### src/rs_pkg.sv
// Operand-only RS package with datapath widths, ROB tag and CDB exception types
`default_nettype none

package rs_pkg;

    // ------------------------------------------------------------------
    // Widths
    // ------------------------------------------------------------------

    // Operand and result width
    localparam int unsigned XLEN = 32;
    // ROB tag width
    localparam int unsigned ROB_IDX_LEN = 5;

    // One operand or result word
    typedef logic [XLEN-1:0] xlen_t;
    // ROB entry tag
    typedef logic [ROB_IDX_LEN-1:0] rob_idx_t;
    // Exception cause carried on the CDB
    typedef logic [3:0] except_code_t;

    // Cause attached to every station result
    localparam except_code_t E_UNKNOWN = 4'hF;

    // CDB arbiter priority pointer
    typedef enum logic {
        PRIO_RS,
        PRIO_EU
    } rs_state_t;

endpackage

`default_nettype wire

### src/cdb_arbiter.sv
// CDB arbiter, round-robin between the RS head and the external EU
`timescale 1ns/100ps
`default_nettype none

module cdb_arbiter (
    input  logic                 clk_i,
    input  logic                 rst_n_i,
    // Station request
    input  logic                 rs_valid_i,
    output logic                 rs_grant_o,
    input  rs_pkg::rob_idx_t     rs_tag_i,
    input  rs_pkg::xlen_t        rs_value_i,
    // EU request
    input  logic                 eu_valid_i,
    output logic                 eu_ready_o,
    input  rs_pkg::rob_idx_t     eu_tag_i,
    input  rs_pkg::xlen_t        eu_value_i,
    input  logic                 eu_except_i,
    // CDB broadcast
    output logic                 cdb_valid_o,
    output rs_pkg::rob_idx_t     cdb_tag_o,
    output rs_pkg::xlen_t        cdb_value_o,
    output logic                 cdb_except_o,
    output rs_pkg::except_code_t cdb_ecode_o
);

    import rs_pkg::*;

    // Side that wins the next contested cycle
    rs_state_t prio;
    logic      contest;

    assign contest = rs_valid_i && eu_valid_i;

    // Lone requester wins at once
    assign rs_grant_o  = rs_valid_i && (!eu_valid_i || (prio == PRIO_RS));
    assign eu_ready_o  = eu_valid_i && (!rs_valid_i || (prio == PRIO_EU));
    assign cdb_valid_o = rs_grant_o || eu_ready_o;

    // Bus mux, station fields by default
    assign cdb_tag_o    = eu_ready_o ? eu_tag_i : rs_tag_i;
    assign cdb_value_o  = eu_ready_o ? eu_value_i : rs_value_i;
    // Station never raises, EU sends only the flag
    assign cdb_except_o = eu_ready_o && eu_except_i;
    assign cdb_ecode_o  = E_UNKNOWN;

    // ------------------------------------------------------------------
    // Priority pointer
    // ------------------------------------------------------------------

    always_ff @(posedge clk_i or negedge rst_n_i) begin
        if (!rst_n_i) begin
            prio <= PRIO_RS;
        end else if (contest) begin
            // Loser of this round goes first next time
            prio <= (prio == PRIO_RS) ? PRIO_EU : PRIO_RS;
        end
    end

    // Bus carries a single source per cycle
    a_one_grant: assert property (@(posedge clk_i) disable iff (!rst_n_i)
        !(rs_grant_o && eu_ready_o));

endmodule

`default_nettype wire

### src/issue_buffer.sv
// Issue buffer, two-slot FIFO between decode and the RS that snoops the CDB
`timescale 1ns/100ps
`default_nettype none

module issue_buffer (
    input  logic             clk_i,
    input  logic             rst_n_i,
    input  logic             flush_i,
    // Issue side
    input  logic             issue_valid_i,
    output logic             issue_ready_o,
    input  logic             rs1_ready_i,
    input  rs_pkg::rob_idx_t rs1_idx_i,
    input  rs_pkg::xlen_t    rs1_value_i,
    input  rs_pkg::rob_idx_t dest_idx_i,
    // Toward the station
    output logic             buf_valid_o,
    input  logic             buf_ready_i,
    output logic             buf_rs1_ready_o,
    output rs_pkg::rob_idx_t buf_rs1_idx_o,
    output rs_pkg::xlen_t    buf_rs1_value_o,
    output rs_pkg::rob_idx_t buf_dest_idx_o,
    // CDB snoop
    input  logic             cdb_valid_i,
    input  logic             cdb_except_i,
    input  rs_pkg::rob_idx_t cdb_tag_i,
    input  rs_pkg::xlen_t    cdb_value_i
);

    import rs_pkg::*;

    // ------------------------------------------------------------------
    // Storage and control
    // ------------------------------------------------------------------

    // Slot payload
    logic     [1:0] slot_rs1_ready;
    rob_idx_t       slot_rs1_idx   [2];
    xlen_t          slot_rs1_value [2];
    rob_idx_t       slot_dest_idx  [2];

    // Occupancy and pointers
    logic [1:0] count;
    logic       rd_ptr;
    logic       wr_ptr;
    logic       do_push;
    logic       do_pop;

    // Wakeup hits per slot and for the incoming item
    logic [1:0] slot_hit;
    logic       in_hit;
    logic       in_rs1_ready;
    xlen_t      in_rs1_value;

    assign issue_ready_o = (count != 2'd2);
    assign buf_valid_o   = (count != 2'd0);
    assign do_push       = issue_valid_i && issue_ready_o;
    assign do_pop        = buf_valid_o && buf_ready_i;

    // Head slot goes out as is
    assign buf_rs1_ready_o = slot_rs1_ready[rd_ptr];
    assign buf_rs1_idx_o   = slot_rs1_idx[rd_ptr];
    assign buf_rs1_value_o = slot_rs1_value[rd_ptr];
    assign buf_dest_idx_o  = slot_dest_idx[rd_ptr];

    // ------------------------------------------------------------------
    // CDB compare
    // ------------------------------------------------------------------

    always_comb begin
        for (int i = 0; i < 2; i++) begin
            slot_hit[i] = cdb_valid_i && !cdb_except_i && (slot_rs1_idx[i] == cdb_tag_i);
        end
        in_hit = cdb_valid_i && !cdb_except_i && (rs1_idx_i == cdb_tag_i);
        // Incoming item catches a broadcast in its own cycle
        in_rs1_ready = rs1_ready_i || in_hit;
        in_rs1_value = (!rs1_ready_i && in_hit) ? cdb_value_i : rs1_value_i;
    end

    // ------------------------------------------------------------------
    // Pointers and count
    // ------------------------------------------------------------------

    always_ff @(posedge clk_i or negedge rst_n_i) begin
        if (!rst_n_i) begin
            count  <= 2'd0;
            rd_ptr <= 1'b0;
            wr_ptr <= 1'b0;
        end else if (flush_i) begin
            count  <= 2'd0;
            rd_ptr <= 1'b0;
            wr_ptr <= 1'b0;
        end else begin
            if (do_push) begin
                wr_ptr <= ~wr_ptr;
            end
            if (do_pop) begin
                rd_ptr <= ~rd_ptr;
            end
            // Simultaneous push and pop keep the count
            if (do_push && !do_pop) begin
                count <= count + 2'd1;
            end else if (do_pop && !do_push) begin
                count <= count - 2'd1;
            end
        end
    end

    // ------------------------------------------------------------------
    // Slot update
    // ------------------------------------------------------------------

    always_ff @(posedge clk_i) begin
        // Waiting operands wake on a clean matching broadcast
        for (int i = 0; i < 2; i++) begin
            if (!slot_rs1_ready[i] && slot_hit[i]) begin
                slot_rs1_ready[i] <= 1'b1;
                slot_rs1_value[i] <= cdb_value_i;
            end
        end
        // Idle slot is overwritten on push
        if (do_push) begin
            slot_rs1_ready[wr_ptr] <= in_rs1_ready;
            slot_rs1_idx[wr_ptr]   <= rs1_idx_i;
            slot_rs1_value[wr_ptr] <= in_rs1_value;
            slot_dest_idx[wr_ptr]  <= dest_idx_i;
        end
    end

    // Occupancy stays within two slots
    a_count_max: assert property (@(posedge clk_i) disable iff (!rst_n_i) count <= 2'd2);

endmodule

`default_nettype wire

### src/modn_counter.sv
// Modulo-N counter with enable and synchronous clear, wraps after N-1
`timescale 1ns/100ps
`default_nettype none

module modn_counter #(
    parameter int unsigned N = 4
) (
    input  logic                 clk_i,
    input  logic                 rst_n_i,
    input  logic                 en_i,
    input  logic                 clr_i,
    output logic [$clog2(N)-1:0] count_o,
    output logic                 tc_o
);

    localparam int unsigned W = $clog2(N);

    // Terminal count, last value before the wrap
    assign tc_o = (count_o == W'(N - 1));

    always_ff @(posedge clk_i or negedge rst_n_i) begin
        if (!rst_n_i) begin
            count_o <= '0;
        end else if (clr_i) begin
            // Clear has priority over counting
            count_o <= '0;
        end else if (en_i) begin
            if (tc_o) begin
                count_o <= '0;
            end else begin
                count_o <= count_o + 1'b1;
            end
        end
    end

endmodule

`default_nettype wire

### src/op_only_rs.sv
// Operand-only reservation station with parallel CDB capture and in-order retire
`timescale 1ns/100ps
`default_nettype none

module op_only_rs #(
    parameter int unsigned RS_DEPTH = 4
) (
    input  logic             clk_i,
    input  logic             rst_n_i,
    input  logic             flush_i,
    // Push from the issue buffer
    input  logic             push_valid_i,
    output logic             push_ready_o,
    input  logic             rs1_ready_i,
    input  rs_pkg::rob_idx_t rs1_idx_i,
    input  rs_pkg::xlen_t    rs1_value_i,
    input  rs_pkg::rob_idx_t dest_idx_i,
    // Result request toward the CDB arbiter
    output logic             res_valid_o,
    input  logic             pop_grant_i,
    output rs_pkg::rob_idx_t res_tag_o,
    output rs_pkg::xlen_t    res_value_o,
    // CDB snoop
    input  logic             cdb_valid_i,
    input  logic             cdb_except_i,
    input  rs_pkg::rob_idx_t cdb_tag_i,
    input  rs_pkg::xlen_t    cdb_value_i
);

    import rs_pkg::*;

    localparam int unsigned IDX_W = $clog2(RS_DEPTH);

    // ------------------------------------------------------------------
    // Entries and pointers
    // ------------------------------------------------------------------

    // Per-entry status bits
    logic [RS_DEPTH-1:0] ent_valid;
    logic [RS_DEPTH-1:0] ent_rs1_ready;
    logic [RS_DEPTH-1:0] ent_hit;

    // Per-entry payload
    rob_idx_t ent_rs1_idx   [RS_DEPTH];
    xlen_t    ent_rs1_value [RS_DEPTH];
    rob_idx_t ent_dest_idx  [RS_DEPTH];

    // Queue pointers
    logic [IDX_W-1:0] head_idx;
    logic [IDX_W-1:0] tail_idx;

    logic  push;
    logic  pop;
    logic  in_hit;
    logic  in_rs1_ready;
    xlen_t in_rs1_value;

    // Tail entry free means room for one more
    assign push_ready_o = !ent_valid[tail_idx];
    assign push         = push_valid_i && push_ready_o;
    // Only the head may retire
    assign res_valid_o  = ent_valid[head_idx] && ent_rs1_ready[head_idx];
    assign pop          = pop_grant_i;
    assign res_tag_o    = ent_dest_idx[head_idx];
    // Result is the operand itself
    assign res_value_o  = ent_rs1_value[head_idx];

    // ------------------------------------------------------------------
    // CDB compare, all entries in parallel
    // ------------------------------------------------------------------

    always_comb begin
        for (int i = 0; i < RS_DEPTH; i++) begin
            ent_hit[i] = cdb_valid_i && !cdb_except_i && (ent_rs1_idx[i] == cdb_tag_i);
        end
        // Bypass for the entry being pushed
        in_hit       = cdb_valid_i && !cdb_except_i && (rs1_idx_i == cdb_tag_i);
        in_rs1_ready = rs1_ready_i || in_hit;
        in_rs1_value = (!rs1_ready_i && in_hit) ? cdb_value_i : rs1_value_i;
    end

    // ------------------------------------------------------------------
    // Valid bits
    // ------------------------------------------------------------------

    always_ff @(posedge clk_i or negedge rst_n_i) begin
        if (!rst_n_i) begin
            ent_valid <= '0;
        end else if (flush_i) begin
            ent_valid <= '0;
        end else begin
            if (pop) begin
                ent_valid[head_idx] <= 1'b0;
            end
            if (push) begin
                ent_valid[tail_idx] <= 1'b1;
            end
        end
    end

    // ------------------------------------------------------------------
    // Operand capture and push
    // ------------------------------------------------------------------

    always_ff @(posedge clk_i) begin
        for (int i = 0; i < RS_DEPTH; i++) begin
            if (ent_valid[i] && !ent_rs1_ready[i] && ent_hit[i]) begin
                ent_rs1_ready[i] <= 1'b1;
                ent_rs1_value[i] <= cdb_value_i;
            end
        end
        // Tail entry is free, so the push overrides any capture there
        if (push) begin
            ent_rs1_ready[tail_idx] <= in_rs1_ready;
            ent_rs1_idx[tail_idx]   <= rs1_idx_i;
            ent_rs1_value[tail_idx] <= in_rs1_value;
            ent_dest_idx[tail_idx]  <= dest_idx_i;
        end
    end

    // Head and tail pointers, both cleared by flush
    modn_counter #(
        .N (RS_DEPTH)
    ) head_counter_i (
        .clk_i   (clk_i),
        .rst_n_i (rst_n_i),
        .en_i    (pop),
        .clr_i   (flush_i),
        .count_o (head_idx),
        .tc_o    ()
    );

    modn_counter #(
        .N (RS_DEPTH)
    ) tail_counter_i (
        .clk_i   (clk_i),
        .rst_n_i (rst_n_i),
        .en_i    (push),
        .clr_i   (flush_i),
        .count_o (tail_idx),
        .tc_o    ()
    );

    // ------------------------------------------------------------------
    // Assertions
    // ------------------------------------------------------------------

    // Arbiter only grants a ready head
    a_grant_valid: assert property (@(posedge clk_i) disable iff (!rst_n_i)
        pop_grant_i |-> res_valid_o);

    // Pointers meeting on a push means an empty queue, never a live entry
    a_push_free: assert property (@(posedge clk_i) disable iff (!rst_n_i)
        (push && (tail_idx == head_idx)) |-> !(|ent_valid));

endmodule

`default_nettype wire

### src/op_rs_unit.sv
// Operand-only RS unit, issue buffer and station sharing the CDB with an EU
`timescale 1ns/100ps
`default_nettype none

module op_rs_unit #(
    parameter int unsigned RS_DEPTH = 4
) (
    input  logic                 clk_i,
    input  logic                 rst_n_i,
    input  logic                 flush_i,
    // Issue from decode
    input  logic                 issue_valid_i,
    output logic                 issue_ready_o,
    input  logic                 rs1_ready_i,
    input  rs_pkg::rob_idx_t     rs1_idx_i,
    input  rs_pkg::xlen_t        rs1_value_i,
    input  rs_pkg::rob_idx_t     dest_idx_i,
    // External EU result
    input  logic                 eu_valid_i,
    output logic                 eu_ready_o,
    input  rs_pkg::rob_idx_t     eu_tag_i,
    input  rs_pkg::xlen_t        eu_value_i,
    input  logic                 eu_except_i,
    // CDB
    output logic                 cdb_valid_o,
    output rs_pkg::rob_idx_t     cdb_tag_o,
    output rs_pkg::xlen_t        cdb_value_o,
    output logic                 cdb_except_o,
    output rs_pkg::except_code_t cdb_ecode_o
);

    import rs_pkg::*;

    // Buffer to station
    logic     buf_valid;
    logic     buf_ready;
    logic     buf_rs1_ready;
    rob_idx_t buf_rs1_idx;
    xlen_t    buf_rs1_value;
    rob_idx_t buf_dest_idx;

    // Station to arbiter
    logic     rs_valid;
    logic     rs_grant;
    rob_idx_t rs_tag;
    xlen_t    rs_value;

    // ------------------------------------------------------------------
    // Input side
    // ------------------------------------------------------------------

    issue_buffer issue_buffer_i (
        .clk_i           (clk_i),
        .rst_n_i         (rst_n_i),
        .flush_i         (flush_i),
        .issue_valid_i   (issue_valid_i),
        .issue_ready_o   (issue_ready_o),
        .rs1_ready_i     (rs1_ready_i),
        .rs1_idx_i       (rs1_idx_i),
        .rs1_value_i     (rs1_value_i),
        .dest_idx_i      (dest_idx_i),
        .buf_valid_o     (buf_valid),
        .buf_ready_i     (buf_ready),
        .buf_rs1_ready_o (buf_rs1_ready),
        .buf_rs1_idx_o   (buf_rs1_idx),
        .buf_rs1_value_o (buf_rs1_value),
        .buf_dest_idx_o  (buf_dest_idx),
        .cdb_valid_i     (cdb_valid_o),
        .cdb_except_i    (cdb_except_o),
        .cdb_tag_i       (cdb_tag_o),
        .cdb_value_i     (cdb_value_o)
    );

    // ------------------------------------------------------------------
    // Reservation station
    // ------------------------------------------------------------------

    op_only_rs #(
        .RS_DEPTH (RS_DEPTH)
    ) op_only_rs_i (
        .clk_i        (clk_i),
        .rst_n_i      (rst_n_i),
        .flush_i      (flush_i),
        .push_valid_i (buf_valid),
        .push_ready_o (buf_ready),
        .rs1_ready_i  (buf_rs1_ready),
        .rs1_idx_i    (buf_rs1_idx),
        .rs1_value_i  (buf_rs1_value),
        .dest_idx_i   (buf_dest_idx),
        .res_valid_o  (rs_valid),
        .pop_grant_i  (rs_grant),
        .res_tag_o    (rs_tag),
        .res_value_o  (rs_value),
        .cdb_valid_i  (cdb_valid_o),
        .cdb_except_i (cdb_except_o),
        .cdb_tag_i    (cdb_tag_o),
        .cdb_value_i  (cdb_value_o)
    );

    // ------------------------------------------------------------------
    // Output side, broadcast also feeds the wakeup path above
    // ------------------------------------------------------------------

    cdb_arbiter cdb_arbiter_i (
        .clk_i        (clk_i),
        .rst_n_i      (rst_n_i),
        .rs_valid_i   (rs_valid),
        .rs_grant_o   (rs_grant),
        .rs_tag_i     (rs_tag),
        .rs_value_i   (rs_value),
        .eu_valid_i   (eu_valid_i),
        .eu_ready_o   (eu_ready_o),
        .eu_tag_i     (eu_tag_i),
        .eu_value_i   (eu_value_i),
        .eu_except_i  (eu_except_i),
        .cdb_valid_o  (cdb_valid_o),
        .cdb_tag_o    (cdb_tag_o),
        .cdb_value_o  (cdb_value_o),
        .cdb_except_o (cdb_except_o),
        .cdb_ecode_o  (cdb_ecode_o)
    );

endmodule

`default_nettype wire

### config.mk
export PLATFORM = sky130hd
export DESIGN_NAME = op_rs_unit
export DESIGN_NICKNAME = d
export VERILOG_FILES = /design/src/rs_pkg.sv /design/src/cdb_arbiter.sv /design/src/issue_buffer.sv /design/src/modn_counter.sv /design/src/op_only_rs.sv /design/src/op_rs_unit.sv
export SDC_FILE = /design/constraint.sdc
export NUM_CORES = 1
export LEC_CHECK = 0
export ABC_AREA = 1
export BUFFER_PORTS_ARGS = -buffer_cell sky130_fd_sc_hd__clkbuf_2
export CORE_UTILIZATION = 45
export DETAILED_ROUTE_END_ITERATION = 12
export PLACE_DENSITY_LB_ADDON = 0.3
export RECOVER_POWER = 100
export SKIP_CTS_REPAIR_TIMING = 1
export SLEW_MARGIN = 10
export SYNTH_ARGS = -nofsm -noshare
export SYNTH_HDL_FRONTEND = slang
export SYNTH_SLANG_ARGS = --single-unit
export TNS_END_PERCENT = 30
### constraint.sdc
create_clock -name clk_i -period 11.9 [get_ports clk_i]
set_clock_uncertainty 0.15 [all_clocks]
set_input_delay 0.595 -clock clk_i [delete_from_list [all_inputs] [get_ports clk_i]]
set_output_delay 0.595 -clock clk_i [all_outputs]
set_load 0.005 [all_outputs]
==> summary.txt, run 1 <==
Finish
  – Ant. Diodes: 0
  – Net count, final: 1923
  – Post-Layout Cell Count: 2294
  – Layout area overhead: 13.2%
  – Multi-input logic area: 5940 sq um
  – Layout cells sized above 1: 9.72%
  – Reg area: 8020 sq um
  – Design Area, Final: 16800 sq um
  – Filler instances: 3005

Global routing
  – Maximum number of pins on one net before global-route repair: 81
  – Vias in the first global route: 12600
  – Initial antenna violation count: 0
  – First-pass GRT wire length: 70300 um
  – Tot GR Track Use: 27.5%
  – Remaining global-route overflow: 0

Timing
  – Rel. slew slack: -171%
  – Final worst-path cycle share: 69.4%
  – RSZ-0062 raised after global routing: false
  – # setup viols final: 0
  – FMAX: 0.121 GHz
  – Pins over their slew limit: 740
  – Slew @ Worst Pin: 4.06 ns
  – Final Hold Fails: 0
  – Final setup TNS: 0 ns
  – Min Tclk post-route: 8.26 ns

Floorplanning
  – Top Ports: 131
  – Die height: 184 um
  – Die area: 33700 sq um
  – Placeable core area: 32500 sq um
  – Initial Utilization: 45.7%
  – FP Rows: 66
  – Die Wd: 184 um

Route
  – Drt first pass iters: 6
  – Initial DRC count: 1558
  – Via/cell ratio: 5.79
  – Drt drc: 0
  – WL/cell: 20.4 um
  – Via count: 13300
  – Post-route ant nets: 0
  – Total wire length: 46900 um

Logic synthesis
  – Area contributors post-synth: edfxtp_1 51%, nand2_1 15%, nand3_1 7.9%
  – Async SR Flop Fraction: 4.80%
  – Cell Area, Synth: 14800 sq um
  – Warnings from Yosys: 0
  – Post-synth top cells: 597 x nand2_1, 252 x edfxtp_1, 233 x nand3_1
  – Most numerous cell in the Yosys netlist: nand2_1
  – Top FF cell, synth: edfxtp_1
  – Syn Inst Count: 1744
  – Seq/Total Area, Yosys: 54.0%
  – Top cell type's share of synthesized area: 51.0%
  – EDFF count, synth: 252
  – Cell variety after synth: 33
  – Number of synthesized register bits: 271
  – Syn Area/Cell: 8.51 sq um
  – Largest area contributor in the netlist: edfxtp_1

Place
  – Post-Place Cells: 2238
  – Placer Congestion: 0.859
  – Final HPWL DP: 25400 um
  – Port bufs: 126
  – Area post-placement: 15800 sq um

Clock tree
  – Clk slew on worst S/H paths: 0.06 ns
  – Clk_lat worst skew: 0.57 ns
  – H-Tree Depth: 1
  – CTS root buf: clkbuf_16
  – Clk sinks: 271
  – TritonCTS clock tree: built
  – Number of CTS-inserted buffers: 30
  – Clock Tree Buf Depth: 3

Critical path
  – Crit start category: flip-flop
  – Worst Path Required: 11.88 ns
  – Worst Path Class, Setup: flip-flop to flip-flop
  – Crit path cell chain: clkbuf_1 > nand3_1 > nand3_2 > nand3_4 > nand2_4 > nand2_1 > nand2_1 > inv_1 > a22oi_1 > nand3_1 > o21ai_4 > clkbuf_1
  – Worst path slowest cell: clkbuf_1
  – Critical Path AT: 8.25 ns
  – Worst Setup End Kind: flip-flop
  – FF-to-FF setup slack: 3.64 ns
  – Max incr delay on CP: 2.67 ns
  – CP max FO: 79

Worst hold path
  – Worst hold path class: input pin to flip-flop

Power and ir drop
  – Maximum vdd drop: 136 uV
  – Leakage: 7.25 nW
  – Power Density: 263 nW/um^2

Run status
  – Failing checks: max-capacitance violations, max-slew violations
  – Status: finished with violations

Flow run
  – Max cap viols: 19
==> per-layer routing <==
layer	up-vias	GRT usage [%]	routed length, um
met2	804	46.1	22200
li1	6132	-	-
met4	0	11.0	1530
met3	123	3.90	4980
met5	-	0	0
met1	6213	35.9	18100
==> area by class of cell <==
type | count | share of cell area, %
multi-input cells | 1246 | 35.4
repair buffers | 154 | 4.43
clock inverters | 22 | 1.68
well taps | 442 | 3.29
inverters | 126 | 2.82
flip-flops and latches | 271 | 47.7
clock buffers | 33 | 4.66
==> kinds of logic (layout without fill, tap and decap cells) <==
group | count (synthesis) | after routing | synth area share (%)
mux | 32 | 32 | 2.16
fa+ha+maj | 8 | 8 | 0.675
xor+xnor | 13 | 13 | 0.767
compound gates | 174 | 174 | 6.76
buf+inv | 230 | 335 | 6.21
simple gates | 1015 | 1015 | 29.4
other cells | 1 | 4 | 0.0253
flops | 271 | 271 | 54.0
==> report_power, final <==
| group | internal [mW] | switching (mW) | total [mW] |
|---|---|---|---|
| Combinational | 0.524 | 1.38 | 1.90 |
| Clock | 0.606 | 0.398 | 1.00 |
| Sequential | 1.45 | 0.0617 | 1.51 |
| Total | 2.58 | 1.84 | 4.42 |
==> cells in the final DEF, fill, tap and decap left out, types with 7 or more instances in the layout <==
cell type / count
nand2_1: 600
edfxtp_1: 252
nand3_1: 234
o21ai_0: 125
inv_1: 118
clkbuf_2: 100
nor2_1: 96
nand4_1: 68
clkbuf_1: 46
o221ai_1: 32
mux2i_1: 32
clkbuf_16: 31
xor2_1: 13
dfrtp_1: 11
buf_4: 9
clkinv_1: 8
ha_1: 8
clkinv_2: 8
a21oi_1: 7
==> worst max-delay path, delay by kind of cell (launching register included) <==
family	cells	cell delay (ns)
flip-flops	1	0.34
AO/OA/AOI/OAI	2	0.37
AND/OR/NAND/NOR	7	2.26
buffers and inverters	3	4.65
==> flip-flops by register name, summed over array words and instances (netlist names), 4 cells and up <==
signal,flops
issue_buffer_i.slot_dest_idx,10
issue_buffer_i.slot_rs1_idx,10
issue_buffer_i.slot_rs1_value,64
op_only_rs_i.ent_dest_idx,20
op_only_rs_i.ent_rs1_idx,20
op_only_rs_i.ent_rs1_ready,4
op_only_rs_i.ent_rs1_value,128
op_only_rs_i.ent_valid,4
==> metrics by stage <==
stage          util (%)  hold WS [ns]  total power [mW]  setup slack [ns]
3_3_place_gp       48.8         0.355              3.31              6.31
2_1_floorplan         -         0.149              2.76              7.28
6_report           51.7        0.0690              4.42              3.64
4_1_cts            52.1        -0.238              4.37              6.09
3_5_place_dp       48.8         0.358              3.37              6.13
5_1_grt            51.7        0.0631              4.66              3.07
==> path summary, 6_finish.rpt <==
| check | cells after the start | end | startpoint |
|---|---|---|---|
| worst min register to register | 2 | cdb_arbiter_i.prio | cdb_arbiter_i.prio |
| min in group asynchronous | 2 | op_only_rs_i.ent_valid[2] | rst_n_i |
| worst min-delay path | 1 | issue_buffer_i.slot_dest_idx[0][0] | dest_idx_i[0] |
| worst max-delay path | 12 | issue_buffer_i.slot_rs1_value[0][18] | op_only_rs_i.head_counter_i.count_o[0] |
| max in group asynchronous | 2 | op_only_rs_i.head_counter_i.count_o[0] | rst_n_i |
| worst max register to register | 12 | issue_buffer_i.slot_rs1_value[0][18] | op_only_rs_i.head_counter_i.count_o[0] |
Power figures use the tool's default switching activity.
==> run 2: changes to the inputs <==
==> constraint.sdc (replaced) <==
create_clock -name clk_i -period 8.1 [get_ports clk_i]
set_clock_uncertainty 0.15 [all_clocks]
set_input_delay 0.405 -clock clk_i [delete_from_list [all_inputs] [get_ports clk_i]]
set_output_delay 0.405 -clock clk_i [all_outputs]
set_load 0.005 [all_outputs]
==> run 2 against run 1 <==
The run still ends with max-capacitance violations, max-slew violations left. Count of clock-buffer cells in the layout fell by 1. Worst setup slack lost 2.3 ns. Critical endpoint is now op_only_rs_i.ent_rs1_value[0][10]. Sequential share of layout area is 0.32 points higher. Critical path depth shrank 1. Combinational power is 42% higher. Via count hardly changed. Core utilization is 0.35 points lower. Largest cell class unchanged.
==> summary.txt, run 2 (same netlist as run 1, synthesis figures left out) <==
Floorplanning
  – Die Wd: 184 um (unchanged)
  – Initial Utilization: 45.7% (unchanged)
  – Top Ports: 131 (unchanged)
  – Die area: 33700 sq um (unchanged)
  – Placeable core area: 32500 sq um (unchanged)
  – FP Rows: 66 (unchanged)
  – Die height: 184 um (unchanged)

Run status
  – Status: finished with violations
  – Failing checks: max-capacitance violations, max-slew violations

Timing
  – FMAX: 0.148 GHz (+23%)
  – Slew @ Worst Pin: 3.09 ns (-0.972 ns)
  – RSZ-0062 raised after global routing: false
  – Final worst-path cycle share: 83.2% (+14 points)
  – Min Tclk post-route: 6.74 ns (-1.52 ns)
  – Final Hold Fails: 0 (unchanged)
  – Final WS setup: 1.36 ns (-2.28 ns)
  – Rel. slew slack: -106% (+65 points)
  – Pins over their slew limit: 674 (-8.9%)
  – # setup viols final: 0 (unchanged)
  – Final setup TNS: 0 ns (unchanged)

Critical path
  – Worst Setup End Kind: flip-flop
  – Worst Path Class, Setup: flip-flop to flip-flop
  – CP max FO: 36 (-54%)
  – Max incr delay on CP: 1.71 ns (-0.96 ns)
  – Crit path cell chain: inv_1 > nand2_1 > a32o_1 > o21ai_0 > clkinv_1 > nand2_1 > clkbuf_1 > clkinv_1 > clkbuf_1 > nand3_1 > nand2_1
  – Worst Path Required: 8.25 ns (-3.63 ns)
  – Worst path slowest cell: clkbuf_1
  – Most frequent CP cell: nand2_1
  – Critical Path AT: 6.88 ns (-1.37 ns)
  – Crit start category: flip-flop

Global routing
  – Vias in the first global route: 12600 (+0.24%)
  – First-pass GRT wire length: 70600 um (+0.48%)
  – Initial antenna violation count: 0 (unchanged)
  – Remaining global-route overflow: 0 (unchanged)
  – Tot GR Track Use: 27.5% (-0.032 points)
  – Maximum number of pins on one net before global-route repair: 81 (unchanged)

Clock tree
  – TritonCTS clock tree: built
  – Clk_lat worst skew: 0.55 ns (-0.02 ns)
  – CTS root buf: clkbuf_16
  – Clk slew on worst S/H paths: 0.06 ns (about the same)
  – H-Tree Depth: 1 (unchanged)
  – Clk sinks: 271 (unchanged)
  – Clock Tree Buf Depth: 3 (unchanged)
  – Number of CTS-inserted buffers: 29 (-3.3%)

Power and ir drop
  – Combinational Power Share: 43.5% (+0.5 points)
  – Power Density: 372 nW/um^2 (+41%)
  – NetSw: 2.65 mW (+44%)
  – Leakage: 7.20 nW (-0.71%)
  – Maximum vdd drop: 164 uV (+20%)
  – Reg power frac: 36.6% (+2.4 points)
  – Sw Share: 42.7% (+1.1 points)
  – Clk network pwr share: 19.8% (-2.9 points)
  – Int Power: 3.55 mW (+38%)

Finish
  – Biggest register: op_only_rs_i.ent_rs1_value
  – Post-Layout Cell Count: 2301 (+0.31%)
  – Layout area overhead: 12.4%
  – Commonest non-fill, non-tap cell in the layout: nand2_1
  – Filler instances: 3011 (+0.20%)
  – Multi-input logic area: 5920 sq um (-0.29%)
  – Ant. Diodes: 0 (unchanged)
  – Most frequent cells in the layout: 600 x nand2_1, 252 x edfxtp_1, 236 x nand3_1, 125 x o21ai_0, 119 x inv_1
  – Largest register FFs: 128 (unchanged)
  – Reg area: 8010 sq um (about the same)
  – Net count, final: 1933 (+0.52%)
  – Layout cells sized above 1: 8.88% (-0.84 points)
  – Largest regs: op_only_rs_i.ent_rs1_value x128, issue_buffer_i.slot_rs1_value x64

Place
  – Port bufs: 126 (unchanged)
  – Dpl ws: 2.52 ns (-3.61 ns)
  – Final HPWL DP: 25700 um (+1.4%)
  – Post-Place Cells: 2238 (unchanged)
  – Placer Congestion: 0.842 (-2.0%)

Route
  – Drt first pass iters: 9 (+3)
  – Drt drc: 0 (unchanged)
  – Post-route ant nets: 0 (unchanged)
  – Total wire length: 46500 um (-0.70%)
  – Via/cell ratio: 5.76 (-0.37%)
  – WL/cell: 20.2 um (-1.0%)
  – Initial DRC count: 1562 (+0.26%)
  – Via count: 13300 (-0.068%)

Flow run
  – Max cap viols: 19 (unchanged)

Worst hold path
  – Worst hold path class: input pin to flip-flop
-- run 2: cell types whose count changed in the layout (fill, tap and decap cells not counted), sizes merged --
cell / before / now
dlygate4sd3: 1 / 12
clkinvlp: 4 / 2
bufinv: 6 / 1
buf: 9 / 12
clkinv: 18 / 22
clkbuf: 177 / 173
-- run 2: area by class of cell --
type                            instances  share of cell area, %
Clock buffer                           32                   4.42
Clock inverter                         19                  0.705
Inverter                              126                   2.84
Multi-Input combinational cell       1246                   35.5
Sequential cell                       271                   48.0
Tap cell                              442                   3.32
Timing Repair Buffer                  165                   5.16
-- run 2: metal layers --
layer | up-vias | global-route usage (%) | wire length (um)
met5 | - | 0 | 0
met4 | 0 | 12.8 | 1790
met3 | 133 | 3.90 | 4330
met2 | 737 | 45.7 | 22100
met1 | 6246 | 35.5 | 18300
li1 | 6147 | - | -
-- run 2: power by group through the flow --
stage                     clock network [mW]  registers [mW]  logic (mW)
final                                   1.23            2.27        2.70
after CTS                               1.23            2.25        2.67
after global placement                     0            2.27        2.60
after detailed placement                   0            2.28        2.66
after floorplan                            0            2.21        1.84
after global routing                    1.28            2.30        3.00
-- run 2: path summary, 6_finish.rpt --
| check | start | to | slack [ns] | cells past startpoint |
|---|---|---|---|---|
| min in group asynchronous | rst_n_i | issue_buffer_i.count[0] | 0.28 | 2 |
| setup reg to reg | op_only_rs_i.tail_counter_i.count_o[0] | op_only_rs_i.ent_rs1_value[0][10] | 1.36 | 11 |
| setup / recovery | op_only_rs_i.tail_counter_i.count_o[0] | op_only_rs_i.ent_rs1_value[0][10] | 1.36 | 11 |
| hold / removal | rs1_value_i[0] | issue_buffer_i.slot_rs1_value[0][0] | 0.1 | 5 |
| hold reg to reg | cdb_arbiter_i.prio | cdb_arbiter_i.prio | 0.38 | 2 |
| max in group asynchronous | rst_n_i | op_only_rs_i.head_counter_i.count_o[0] | 7.01 | 2 |
-- run 2: worst max-delay path: cells and delay by family (launching register included) --
| kind | cells | cell delay [ns] |
|---|---|---|
| and+or+nand+nor | 4 | 0.69 |
| AOI/OAI and AO/OA | 2 | 0.48 |
| DFF | 1 | 0.43 |
| buffers and inverters | 5 | 4.67 |
-- run 2: stage by stage --
| stage | total power, mW | area [sq um] | util [%] | hold WS [ns] |
|---|---|---|---|---|
| floorplan | 4.05 | 14800 | - | -0.0406 |
| global placement | 4.87 | 15800 | 48.8 | 0.174 |
| detailed placement | 4.94 | 15800 | 48.8 | 0.175 |
| CTS | 6.15 | 16700 | 51.4 | -0.400 |
| global route | 6.58 | 16700 | 51.4 | 0.114 |
| finish | 6.20 | 16700 | 51.4 | 0.0964 |
